==> src/host_wr_pkg.sv <==
`default_nettype none

package host_wr_pkg;

	// ************************************************************
	// widths and counts
	// ************************************************************

	// avalon side byte address, the top bit selects the fence mirror
	localparam int AVMM_ADDR_W = 49;
	localparam int FENCE_BIT   = 48;

	// a cache line is 64 bytes so the line address drops the low 6 bits
	localparam int CL_LSB    = 6;
	localparam int CL_MSB    = 47;
	localparam int CL_ADDR_W = CL_MSB - CL_LSB + 1;

	localparam int LINE_DATA_W = 512;
	localparam int BURST_W     = 3;
	localparam int MDATA_W     = 16;

	// interrupt lines and the bits needed to name one of them
	localparam int NUM_IRQ  = 4;
	localparam int IRQ_ID_W = $clog2(NUM_IRQ);

	typedef logic [AVMM_ADDR_W-1:0] avmm_addr_t;
	typedef logic [CL_ADDR_W-1:0]   cl_addr_t;
	typedef logic [LINE_DATA_W-1:0] line_data_t;
	typedef logic [BURST_W-1:0]     burst_t;
	typedef logic [MDATA_W-1:0]     mdata_t;
	typedef logic [IRQ_ID_W-1:0]    irq_id_t;

	// ************************************************************
	// encodings, kept at the CCI-P values
	// ************************************************************

	// number of lines carried by one write request
	typedef enum logic [1:0] {
		CL_LEN_1 = 2'b00,
		CL_LEN_2 = 2'b01,
		CL_LEN_4 = 2'b11
	} cl_len_e;

	typedef enum logic [3:0] {
		REQ_WRLINE  = 4'h0,
		REQ_WRFENCE = 4'h4,
		REQ_INTR    = 4'h6
	} req_type_e;

	typedef enum logic [3:0] {
		RSP_WRLINE  = 4'h0,
		RSP_WRFENCE = 4'h4,
		RSP_INTR    = 4'h6
	} rsp_type_e;

	// ************************************************************
	// channel 1 structs
	// ************************************************************

	// request header, mdata sits in the low bits like on the real channel
	typedef struct packed {
		req_type_e req_type;
		cl_len_e   cl_len;
		logic      sop;
		cl_addr_t  address;
		mdata_t    mdata;
	} c1_req_hdr_t;

	typedef struct packed {
		logic        valid;
		c1_req_hdr_t hdr;
		line_data_t  data;
	} c1_tx_t;

	typedef struct packed {
		logic      rsp_valid;
		rsp_type_e resp_type;
		mdata_t    mdata;
	} c1_rx_t;

	// what each source hands to the transmit port
	// the port fills in mdata, except for interrupts which carry their line id
	typedef struct packed {
		logic        valid;
		c1_req_hdr_t hdr;
		line_data_t  data;
	} src_req_t;

endpackage

`default_nettype wire
==> src/host_wr_top.sv <==
`timescale 1ns/1ps
`default_nettype none

module host_wr_top (
	input  logic                            clk,
	input  logic                            reset,
	// avalon write master
	input  logic                            avmm_write,
	input  host_wr_pkg::avmm_addr_t         avmm_address,
	input  host_wr_pkg::line_data_t         avmm_writedata,
	input  host_wr_pkg::burst_t             avmm_burstcount,
	output logic                            avmm_waitrequest,
	output logic [1:0]                      avmm_write_response,
	output logic                            avmm_write_responsevalid,
	// interrupt lines
	input  logic [host_wr_pkg::NUM_IRQ-1:0] irq,
	// host channel 1
	input  logic                            tx_alm_full,
	input  host_wr_pkg::c1_rx_t             c1rx,
	output host_wr_pkg::c1_tx_t             c1tx
);
	import host_wr_pkg::*;

	// one request and one grant per source
	src_req_t wr_req;
	src_req_t fence_req;
	src_req_t irq_req;
	logic     wr_grant;
	logic     fence_grant;
	logic     irq_grant;
	logic     fence_hold;
	logic     irq_pending_any;

	// ************************************************************
	// request sources
	// ************************************************************

	burst_splitter u_burst (
		.clk             (clk),
		.reset           (reset),
		.avmm_write      (avmm_write),
		.avmm_address    (avmm_address),
		.avmm_writedata  (avmm_writedata),
		.avmm_burstcount (avmm_burstcount),
		.wr_grant        (wr_grant),
		.wr_req          (wr_req)
	);

	fence_gen u_fence (
		.clk          (clk),
		.reset        (reset),
		.avmm_write   (avmm_write),
		.avmm_address (avmm_address),
		.fence_grant  (fence_grant),
		.fence_req    (fence_req),
		.fence_hold   (fence_hold)
	);

	irq_collector u_irq (
		.clk             (clk),
		.reset           (reset),
		.irq             (irq),
		.irq_grant       (irq_grant),
		.irq_req         (irq_req),
		.irq_pending_any (irq_pending_any)
	);

	// shared transmit port
	c1_tx_port u_port (
		.clk                      (clk),
		.reset                    (reset),
		.wr_req                   (wr_req),
		.fence_req                (fence_req),
		.irq_req                  (irq_req),
		.fence_hold               (fence_hold),
		.irq_pending_any          (irq_pending_any),
		.tx_alm_full              (tx_alm_full),
		.c1rx                     (c1rx),
		.wr_grant                 (wr_grant),
		.fence_grant              (fence_grant),
		.irq_grant                (irq_grant),
		.avmm_waitrequest         (avmm_waitrequest),
		.avmm_write_responsevalid (avmm_write_responsevalid),
		.avmm_write_response      (avmm_write_response),
		.c1tx                     (c1tx)
	);

endmodule

`default_nettype wire

==> src/c1_tx_port.sv <==
`timescale 1ns/1ps
`default_nettype none

module c1_tx_port (
	input  logic                  clk,
	input  logic                  reset,
	input  host_wr_pkg::src_req_t wr_req,
	input  host_wr_pkg::src_req_t fence_req,
	input  host_wr_pkg::src_req_t irq_req,
	input  logic                  fence_hold,
	input  logic                  irq_pending_any,
	input  logic                  tx_alm_full,
	input  host_wr_pkg::c1_rx_t   c1rx,
	output logic                  wr_grant,
	output logic                  fence_grant,
	output logic                  irq_grant,
	output logic                  avmm_waitrequest,
	output logic                  avmm_write_responsevalid,
	output logic [1:0]            avmm_write_response,
	output host_wr_pkg::c1_tx_t   c1tx
);
	import host_wr_pkg::*;

	// registered ready, taken from almost full and the interrupt state
	logic        avcmd_ready;
	// a fence went out and its data beat has not been taken yet
	logic        fence_sent;
	logic        fence_block;
	mdata_t      tx_mdata;
	src_req_t    sel_req;
	c1_req_hdr_t next_hdr;
	logic        any_grant;

	// ************************************************************
	// arbitration
	// ************************************************************

	// interrupts first but never into an almost full channel
	assign irq_grant   = irq_req.valid && !tx_alm_full;
	// fences may go out under almost full, the host always has room for one
	assign fence_grant = fence_req.valid && !fence_sent && !irq_grant;
	// after the fence is out its data beat is no longer held back
	assign fence_block = fence_hold && !fence_sent;

	// the pending term covers the first cycle of an interrupt, before the
	// registered ready has caught up with it
	assign avmm_waitrequest = !avcmd_ready || irq_pending_any || fence_block;
	assign wr_grant         = wr_req.valid && !avmm_waitrequest;
	assign any_grant        = irq_grant || fence_grant || wr_grant;

	// interrupts keep their line id, everything else gets the running tag
	always_comb begin
		if (irq_grant)
			sel_req = irq_req;
		else if (fence_grant)
			sel_req = fence_req;
		else
			sel_req = wr_req;
		next_hdr = sel_req.hdr;
		if (!irq_grant)
			next_hdr.mdata = tx_mdata;
	end

	// ************************************************************
	// registered channel
	// ************************************************************

	// the tag only counts requests that carry it, so write and fence tags stay dense
	always_ff @(posedge clk) begin
		c1tx.hdr  <= next_hdr;
		c1tx.data <= sel_req.data;
		if (reset) begin
			avcmd_ready <= 1'b0;
			fence_sent  <= 1'b0;
			tx_mdata    <= '0;
			c1tx.valid  <= 1'b0;
		end else begin
			avcmd_ready <= !tx_alm_full && !irq_pending_any;
			c1tx.valid  <= any_grant;
			if (fence_grant || wr_grant)
				tx_mdata <= tx_mdata + mdata_t'(1);
			if (fence_grant)
				fence_sent <= 1'b1;
			else if (wr_grant)
				fence_sent <= 1'b0;
		end
	end

	// only write line responses go back to avalon, fence and interrupt
	// responses stop here
	assign avmm_write_responsevalid = c1rx.rsp_valid && (c1rx.resp_type == RSP_WRLINE);
	assign avmm_write_response      = 2'b00;

endmodule

`default_nettype wire

==> src/irq_collector.sv <==
`timescale 1ns/1ps
`default_nettype none

module irq_collector (
	input  logic                              clk,
	input  logic                              reset,
	input  logic [host_wr_pkg::NUM_IRQ-1:0]   irq,
	input  logic                              irq_grant,
	output host_wr_pkg::src_req_t             irq_req,
	output logic                              irq_pending_any
);
	import host_wr_pkg::*;

	// last sampled level of each line, used to find rising edges
	logic [NUM_IRQ-1:0] irq_prev;
	// one bit per line that still owes an interrupt request
	logic [NUM_IRQ-1:0] pending;

	logic [NUM_IRQ-1:0] rise;
	logic [NUM_IRQ-1:0] sent_mask;
	irq_id_t            sel_id;

	assign rise = irq & ~irq_prev;

	// ************************************************************
	// line selection
	// ************************************************************

	// scan upward so the highest pending line is the one left in sel_id
	always_comb begin
		sel_id = '0;
		for (int j = 0; j < NUM_IRQ; j++) begin
			if (pending[j])
				sel_id = irq_id_t'(j);
		end
	end

	// the grant is for whatever line was offered this cycle
	assign sent_mask = irq_grant ? (NUM_IRQ'(1) << sel_id) : '0;

	// a new edge on the line that is being granted is kept rather than lost,
	// so the set term is applied after the clear
	always_ff @(posedge clk) begin
		if (reset) begin
			irq_prev <= '0;
			pending  <= '0;
		end else begin
			irq_prev <= irq;
			pending  <= (pending & ~sent_mask) | rise;
		end
	end

	assign irq_pending_any = |pending;

	// ************************************************************
	// request header
	// ************************************************************

	// interrupt requests carry no address and no sop, the line id rides in
	// the low mdata bits and the port leaves it alone
	always_comb begin
		irq_req.valid        = irq_pending_any;
		irq_req.hdr.req_type = REQ_INTR;
		irq_req.hdr.cl_len   = CL_LEN_1;
		irq_req.hdr.sop      = 1'b0;
		irq_req.hdr.address  = '0;
		irq_req.hdr.mdata    = mdata_t'(sel_id);
		irq_req.data         = '0;
	end

endmodule

`default_nettype wire

==> src/fence_gen.sv <==
`timescale 1ns/1ps
`default_nettype none

module fence_gen (
	input  logic                    clk,
	input  logic                    reset,
	input  logic                    avmm_write,
	input  host_wr_pkg::avmm_addr_t avmm_address,
	input  logic                    fence_grant,
	output host_wr_pkg::src_req_t   fence_req,
	output logic                    fence_hold
);
	import host_wr_pkg::*;

	// a write is aimed at the fence mirror when address bit 48 is set
	logic fence_space;
	// high in the cycle after the fence went out
	logic fence_done;

	assign fence_space = avmm_write && avmm_address[FENCE_BIT];

	// ************************************************************
	// fence sequencing
	// ************************************************************

	// once the fence is granted the same beat must not ask again
	// from then on the port keeps track of the data beat until it is taken
	always_ff @(posedge clk) begin
		if (reset)
			fence_done <= 1'b0;
		else
			fence_done <= fence_grant;
	end

	// the data of a fence write is held back until the fence itself is gone
	assign fence_hold = fence_space && !fence_done;

	// the fence header has no address, the data beat carries it instead
	always_comb begin
		fence_req.valid        = fence_hold;
		fence_req.hdr.req_type = REQ_WRFENCE;
		fence_req.hdr.cl_len   = CL_LEN_1;
		fence_req.hdr.sop      = 1'b0;
		fence_req.hdr.address  = '0;
		fence_req.hdr.mdata    = '0;
		fence_req.data         = '0;
	end

endmodule

`default_nettype wire

==> src/burst_splitter.sv <==
`timescale 1ns/1ps
`default_nettype none

module burst_splitter (
	input  logic                    clk,
	input  logic                    reset,
	input  logic                    avmm_write,
	input  host_wr_pkg::avmm_addr_t avmm_address,
	input  host_wr_pkg::line_data_t avmm_writedata,
	input  host_wr_pkg::burst_t     avmm_burstcount,
	input  logic                    wr_grant,
	output host_wr_pkg::src_req_t   wr_req
);
	import host_wr_pkg::*;

	// beats still to come after the current one, zero means a first beat is next
	logic [1:0] beat_cnt;
	// line address of the next non-first beat
	cl_addr_t   line_cnt;
	// set for the remaining beats of a burst that is being chopped
	logic       chop_rest;
	// line count sent with the remaining beats of an aligned burst
	cl_len_e    len_rest;

	logic       first_beat;
	logic       unaligned;
	cl_len_e    len_first;
	cl_addr_t   start_line;
	burst_t     burst_rem;

	assign first_beat = (beat_cnt == 2'd0);
	// bit 48 falls away here, so fence space writes land in normal host space
	assign start_line = avmm_address[CL_MSB:CL_LSB];
	assign burst_rem  = avmm_burstcount - burst_t'(1);

	// ************************************************************
	// alignment check on the first beat
	// ************************************************************

	// a burst of 4 has to start on a 4 line boundary and a burst of 2 on a
	// 2 line boundary, otherwise the host cannot take it as one request
	// a burst of 3 has no multi line encoding at all
	assign unaligned = ((avmm_burstcount == 3'd4) && (start_line[1:0] != 2'b00)) ||
		((avmm_burstcount == 3'd2) && start_line[0]) ||
		(avmm_burstcount == 3'd3);

	// anything chopped goes out as single lines
	always_comb begin
		len_first = CL_LEN_1;
		if (!unaligned) begin
			case (avmm_burstcount)
				3'd2:    len_first = CL_LEN_2;
				3'd4:    len_first = CL_LEN_4;
				default: len_first = CL_LEN_1;
			endcase
		end
	end

	// ************************************************************
	// beat and address counters
	// ************************************************************

	// the counter only moves on a beat the port actually took
	// burstcount is only trusted on the first beat, so the chop decision is
	// held in chop_rest for the rest of the burst
	always_ff @(posedge clk) begin
		if (reset) begin
			beat_cnt  <= 2'd0;
			chop_rest <= 1'b0;
		end else if (wr_grant) begin
			if (first_beat) begin
				beat_cnt  <= burst_rem[1:0];
				chop_rest <= unaligned;
			end else begin
				beat_cnt <= beat_cnt - 2'd1;
			end
		end
	end

	// line address and line count for the following beats
	// the first beat loads start plus one since the counter is only read after it
	always_ff @(posedge clk) begin
		if (wr_grant && first_beat) begin
			line_cnt <= start_line + cl_addr_t'(1);
			len_rest <= len_first;
		end else if (wr_grant) begin
			line_cnt <= line_cnt + cl_addr_t'(1);
		end
	end

	// ************************************************************
	// request header
	// ************************************************************

	// the request just mirrors the avalon beat, the port decides when it goes
	// a chopped burst marks every beat as the start of its own packet
	always_comb begin
		wr_req.valid        = avmm_write;
		wr_req.hdr.req_type = REQ_WRLINE;
		wr_req.hdr.cl_len   = first_beat ? len_first : len_rest;
		wr_req.hdr.sop      = first_beat || chop_rest;
		wr_req.hdr.address  = first_beat ? start_line : line_cnt;
		// tag comes from the port
		wr_req.hdr.mdata    = '0;
		wr_req.data         = avmm_writedata;
	end

endmodule

`default_nettype wire

==> config.mk <==
export PLATFORM = sky130hd
export DESIGN_NAME = host_wr_top
export DESIGN_NICKNAME = d
export VERILOG_FILES = /design/src/host_wr_pkg.sv /design/src/host_wr_top.sv /design/src/c1_tx_port.sv /design/src/irq_collector.sv /design/src/fence_gen.sv /design/src/burst_splitter.sv
export SDC_FILE = /design/constraint.sdc
export NUM_CORES = 1
export LEC_CHECK = 0
export ABC_AREA = 1
export BUFFER_PORTS_ARGS = -buffer_cell sky130_fd_sc_hd__buf_2
export CORE_AREA = 5 5 459 461
export CTS_CLUSTER_SIZE = 8
export DETAILED_ROUTE_END_ITERATION = 8
export DIE_AREA = 0 0 464 466
export PLACE_DENSITY = 0.3
export SETUP_SLACK_MARGIN = 0.15
export SYNTH_ARGS = -nofsm -noshare
export SYNTH_HDL_FRONTEND = slang
export SYNTH_SLANG_ARGS = --single-unit
==> constraint.sdc <==
create_clock -name clk -period 3.6 [get_ports clk]
set_clock_uncertainty 0.05 [all_clocks]
set_input_delay 0.9 -clock clk [delete_from_list [all_inputs] [get_ports clk]]
set_output_delay 0.9 -clock clk [all_outputs]
set_load 0.005 [all_outputs]
After elaboration in Yosys (flattened, before gate mapping):

Index checks and enable logic that the tools add are counted.

* bits in registers: 652
* input port bits: 593
* output and inout bits: 582

* $add $sub $neg: 5
* equality and inequality tests: 3
* shifts and indexed selects: 1
* muxes and demuxes: 15
* bitwise operators: 5
* reductions and logical operators: 34

Operators by type and width (count)
* 2-to-1 mux 576 bit: 1
* 2-to-1 mux 42 bit: 3
* adder 42 x 1 -> 42 bit, second input constant: 2
* adder 16 x 1 -> 16 bit, second input constant: 1
* 2-to-1 mux 2 bit: 6
* logical AND 1 bit: 11
* AND 4 bit: 2
* logical OR 1 bit: 8
* NOT 4 bit: 2
* zero test 1 bit: 7
* equality test 3 x 2 -> 1 bit, second input constant: 2
* nonzero test 2 bit: 3
* zero test 4 bit: 1
* 2-to-1 mux 4 bit: 1
* bitwise OR 4 bit: 1
* case mux 2 bit (2 select lines): 1
* OR reduction 4 bit: 1
* << shifter 1 x 2 -> 4 bit, first input constant: 1
* subtractor 2 x 1 -> 2 bit, second input constant: 2
* equality test 3 bit, second input constant: 1
* 2-to-1 mux 1 bit: 3
* zero test 2 bit: 1
* AND reduction 2 bit: 1
* OR reduction 2 bit: 1

Depth between registers and ports, before layout:

* depth in word-level cells: 8
* depth in mapped cells: 15
* mapped depth without buffers: 15

By module:

Synthesis repeated with hierarchy kept, for this count alone.

* cells, all modules: 5417
* area, all modules: 39975.8 µm²

Modules (own cells, without submodules)
* c1_tx_port: instances 1, cells each 3058, area an instance 22950.8 µm², seq. area each 11931.4 µm²
* burst_splitter: instances 1, cells each 1151, area an instance 7971.4 µm², seq. area each 1381.3 µm²
* irq_collector: instances 1, cells each 623, area an instance 4669.5 µm², seq. area each 160.2 µm²
* fence_gen: instances 1, cells each 585, area an instance 4384.2 µm², seq. area each 20.0 µm²

Least setup slack after synthesis:

No wires, ideal clock.

* path kind: input -> register
* start: in avmm_write
* end: reg u_burst.line_cnt[32] (data pin)
* setup time: 0.257 ns
* arrival: 2.574 ns
* required time: 3.293 ns
* path slack: 0.719 ns
* cell stages on the path: 14
* path buffers: 2
* cells stage by stage: buf_4 > nand2_1 > nor2_4 > nor2_8 > buf_6 > nand4_1 > nand2_1 > ha_1 > inv_1 > nor2_2 > nand2_2 > nor2_4 > nand2_1 > xor2_1

* longest elaborated chain between the ends: 8

Ends and longest elaborated chain
* from (decl): line host_wr_top.sv:8 `input logic avmm_write,`
* logical AND 1 bit: line fence_gen.sv:20 `assign fence_space = avmm_write && avmm_address[FENCE_BIT];`
* logical AND 1 bit: line fence_gen.sv:36 `assign fence_hold = fence_space && !fence_done;`
* logical AND 1 bit: line c1_tx_port.sv:43 `assign fence_block = fence_hold && !fence_sent;`
* logical OR 1 bit: line c1_tx_port.sv:47 `assign avmm_waitrequest = !avcmd_ready || irq_pending_any || fence_block;`
* zero test 1 bit: line c1_tx_port.sv:48 `assign wr_grant = wr_req.valid && !avmm_waitrequest;`
* logical AND 1 bit *: line c1_tx_port.sv:48
* logical AND 1 bit *: line burst_splitter.sv:83 `if (wr_grant && first_beat) begin`
* 2-to-1 mux 42 bit *: line burst_splitter.sv:83
* to (signal assigned): line burst_splitter.sv:84 `line_cnt <= start_line + cl_addr_t'(1);`
* to (signal assigned): line burst_splitter.sv:87 `line_cnt <= line_cnt + cl_addr_t'(1);`
* to (decl): line burst_splitter.sv:19 `cl_addr_t line_cnt;`

Every way passes the cells marked *; elsewhere a longest branch is shown, timed or not.
A chain may end at the register's enable or synchronous reset.

Worst setup path after layout:

* start: reg u_irq.pending[1]
* end: out avmm_waitrequest

* longest elaborated chain between the ends: 3

Ends and longest elaborated chain
* from (decl): line irq_collector.sv:17 `logic [NUM_IRQ-1:0] pending;`
* from (signal assigned): line irq_collector.sv:49 `pending <= (pending & ~sent_mask) | rise;`
* OR reduction 4 bit: line irq_collector.sv:53 `assign irq_pending_any = |pending;`
* logical OR 1 bit (2 in a row): line c1_tx_port.sv:47
* to (decl): line host_wr_top.sv:12 `output logic avmm_waitrequest,`

No other way between the ends.

==> metrics.md <==
| Metric | Value |
|---|---|
| Status | `finished clean` |
| Critical path endpoint category | `primary output` |
| Most numerous cell in the Yosys netlist | `nor2_1` |
| M1 GR Usage | `16.9%` |
| Crit share post-route | `81.7%` |
| Drt first pass iters | `5` |
| Most frequent cells after synthesis | `nor2_1, dfxtp_1, inv_1` |
| Core area | `0.206 sq mm` |
| Top FF cell, synth | `dfxtp_1` |
| Area delta synth->final | `58.8%` |
| CP Class | `flop to primary output` |
| Int Power | `14000 uW` |
| CTS H-Tree Depth | `3` |
| RR Startpoint | `u_burst.beat_cnt[0]` |
| Fin util | `16.2%` |
| FFs w/ async S/R, synth | `0%` |
| Seq pwr share | `41.3%` |
| Total power | `19600 uW` |
| Crit-path slowest cell | `dfxtp_1` |
| # rows | `167` |
| Smallest hold slack | `0.335 ns` |
| Die Height | `466 um` |
| Critical Path Source Type | `flop` |
| GRT busiest layer | `met2` |
| Maximum fanout along the worst path | `36` |
| Largest net degree at the start of global routing | `59` |
| Yosys reg bits | `650` |
| Final WL | `157000 um` |
| Worst Hold Class | `primary input to flop` |
| CTS Root Cell | `clkbuf_16` |
| Power Density | `588 mW/mm^2` |
| DR vias | `20100` |
| Buffers & Inverters on Critical Path | `3` |
| Mean routed wirelength per cell | `24.2 um` |
| CTS tree | `yes` |
| Synth top area share | `57.8%` |
| First-pass GRT wire length | `201000 um` |
| Detailed placer's ending HPWL | `134000 um` |
| Hold Crit Start | `avmm_writedata[228]` |
| Vias in the first global route | `21100` |
| Crit path cell chain | `nor2_2 -> nand3_2 -> nor2_8 -> buf_12 -> inv_1 -> buf_2` |
| Design area | `0.0333 sq mm` |
| Number of CTS-inserted buffers | `97` |
| Remaining global-route overflow | `0` |
| Maxcap violations | `0` |
| Initial DRC count | `856` |
| Die area | `0.216 sq mm` |
| Worst skew pair latency | `0.73 ns` |
| Aggregate global-route resource usage | `13.9%` |
| Largest cells by area after synthesis | `dfxtp_1, nor2_1, inv_1` |
| Yosys warning total | `0` |
| Slew HR | `59.5%` |
| Postcts setup bufs | `0` |
| Largest delay share family, worst path | `simple AND/OR/NAND/NOR gates` |
| Clk sinks | `650` |
| Logic pwr share | `13.2%` |
| Final setup fails | `0` |
| Synth Instances | `2481` |
| Placed inst area | `0.0305 sq mm` |
| GR Util met3 | `5.93%` |
| Sw Ratio | `28.5%` |
| Post_cts resized | `0` |
| Arrival time worst endpoint | `1.99 ns` |
| Fin. Hold Viols | `0` |
| CP peak stage delay | `0.34 ns` |
| Yosys top cell by area | `dfxtp_1` |
| P_sw | `5590 uW` |
| Port Buffers | `1148` |
| Initial antenna violation count | `109` |
| Post-DR vias/cell | `3.11` |
| DRC | `0` |
| Post-synth cell types | `36` |
| Worst-path clk slew | `0.05 ns` |
| Clk pwr share | `45.5%` |
| IO Count | `1175` |
| CTS Hold Bufs | `0` |
| Leakage | `0.0176 uW` |
| Fin Setup TNS | `0 ns` |
| Die X | `464 um` |
| Post-synthesis average cell area | `8.46 sq um` |
| Fmax | `340 MHz` |
| Share of cells above drive strength 1 | `36.8%` |
| Number of flops mapped to enable cells by yosys | `44` |
| GR Util met2 | `22.7%` |
| Worst path required time | `2.65 ns` |
| Min cycle time layout | `2.94 ns` |
| Post-synthesis sequential area ratio | `64.1%` |
| Max Transition Viols Final | `0` |
| Initial Util | `10.2%` |
| Reg2reg setup slack | `0.91 ns` |
| Nets | `4312` |
| Antenna viol nets, final | `0` |
| VDD IR max | `348 uV` |
| CTS Buffer Depth | `3` |
| Netlist Area Pre-Place | `0.0210 sq mm` |
| Worst slew pin tran | `0.608 ns` |
| Placer Congestion | `0.900` |
| Critical path launch point | `u_irq.pending[1]` |
| RSZ-0062 raised after global routing | `no` |
## per-layer routing
layer / routed length (um) / part of all wire, %
met1: 66100 / 42
met2: 71900 / 46
met3: 14400 / 9.2
met4: 4010 / 2.6
met5: 140 / 0.089
## flip-flops by register name, summed over array words and instances, names as in the netlist
name,count
u_burst.beat_cnt,2
u_port.avcmd_ready,1
u_fence.fence_done,1
u_port.fence_sent,1
u_burst.len_rest,2
u_irq.pending,4
u_irq.irq_prev,4
u_burst.line_cnt,42
u_burst.chop_rest,1
u_port.tx_mdata,16
u_port.c1tx,576
## path summary, 6_finish.rpt
check                               to  cells past startpoint
hold reg to reg       u_irq.pending[3]                      1
setup / recovery      avmm_waitrequest                      6
hold / removal        u_port.c1tx[228]                      3
setup reg to reg  u_burst.line_cnt[32]                     11
## power groups by stage
stage	clock network (uW)	registers [uW]	logic [uW]
final	8920	8100	2580
after global routing	9590	8150	2850
after CTS	9380	8110	2710
after detailed placement	0	8240	2700
after global placement	0	8240	2720
after floorplan	0	8270	607
## cells by family after synthesis
family	after synthesis	share of synthesized area [%]
fa+ha+maj	2	0.119
xor+xnor	30	1.25
simple gates	1024	19.7
flops	650	64.1
buf+inv	683	12.5
compound gates	91	2.31
other cells	1	0.0179
## area by class of cell
class                      count  area (sq um)
timing repair buffer        1229          6500
sequential                   650         13500
fill                       23700        173000
clock buffer                 126          2650
antenna                       15          37.5
inverter                     588          2210
clock inverter                12           164
multi-input combinational   1151          4940
tap                         2704          3380
## metrics by stage
step / std cells / setup WS (ns)
4_1_cts: 6460 / 0.543
5_1_grt: 6467 / 0.512
3_3_place_gp: 6322 / 0.324
2_1_floorplan: 2484 / 0.719
3_5_place_dp: 6322 / 0.362
6_report: 6475 / 0.658
## tightest hold or removal path: cells and delay by family
family        cells  cell delay [ns]
buf+inv           2             0.13
simple gates      1             0.03
## cell usage in the layout, fill, tap and decap left out, types with 2 or more instances in the layout
cell / Yosys / layout
o21ai_0: 19 / 19
buf_12: 0 / 12
diode_2: 0 / 15
nand3_1: 17 / 17
dfxtp_1: 606 / 606
clkbuf_8: 0 / 5
clkinv_2: 0 / 6
nor2_1: 615 / 615
a21oi_1: 63 / 63
xor2_1: 22 / 22
inv_1: 584 / 584
inv_2: 3 / 2
edfxtp_1: 44 / 44
nor3_1: 7 / 7
nor2_2: 16 / 15
conb_1: 1 / 4
buf_4: 8 / 69
o21a_1: 2 / 2
clkbuf_16: 0 / 100
nand4_1: 54 / 54
ha_1: 2 / 2
nor2_4: 4 / 5
nand2_2: 7 / 7
clkbuf_1: 67 / 21
xnor2_1: 8 / 8
bufinv_16: 0 / 2
nand2_1: 299 / 299
nand3_2: 2 / 2
buf_2: 10 / 1148
Note: power is estimated with default switching activity, not from simulation.
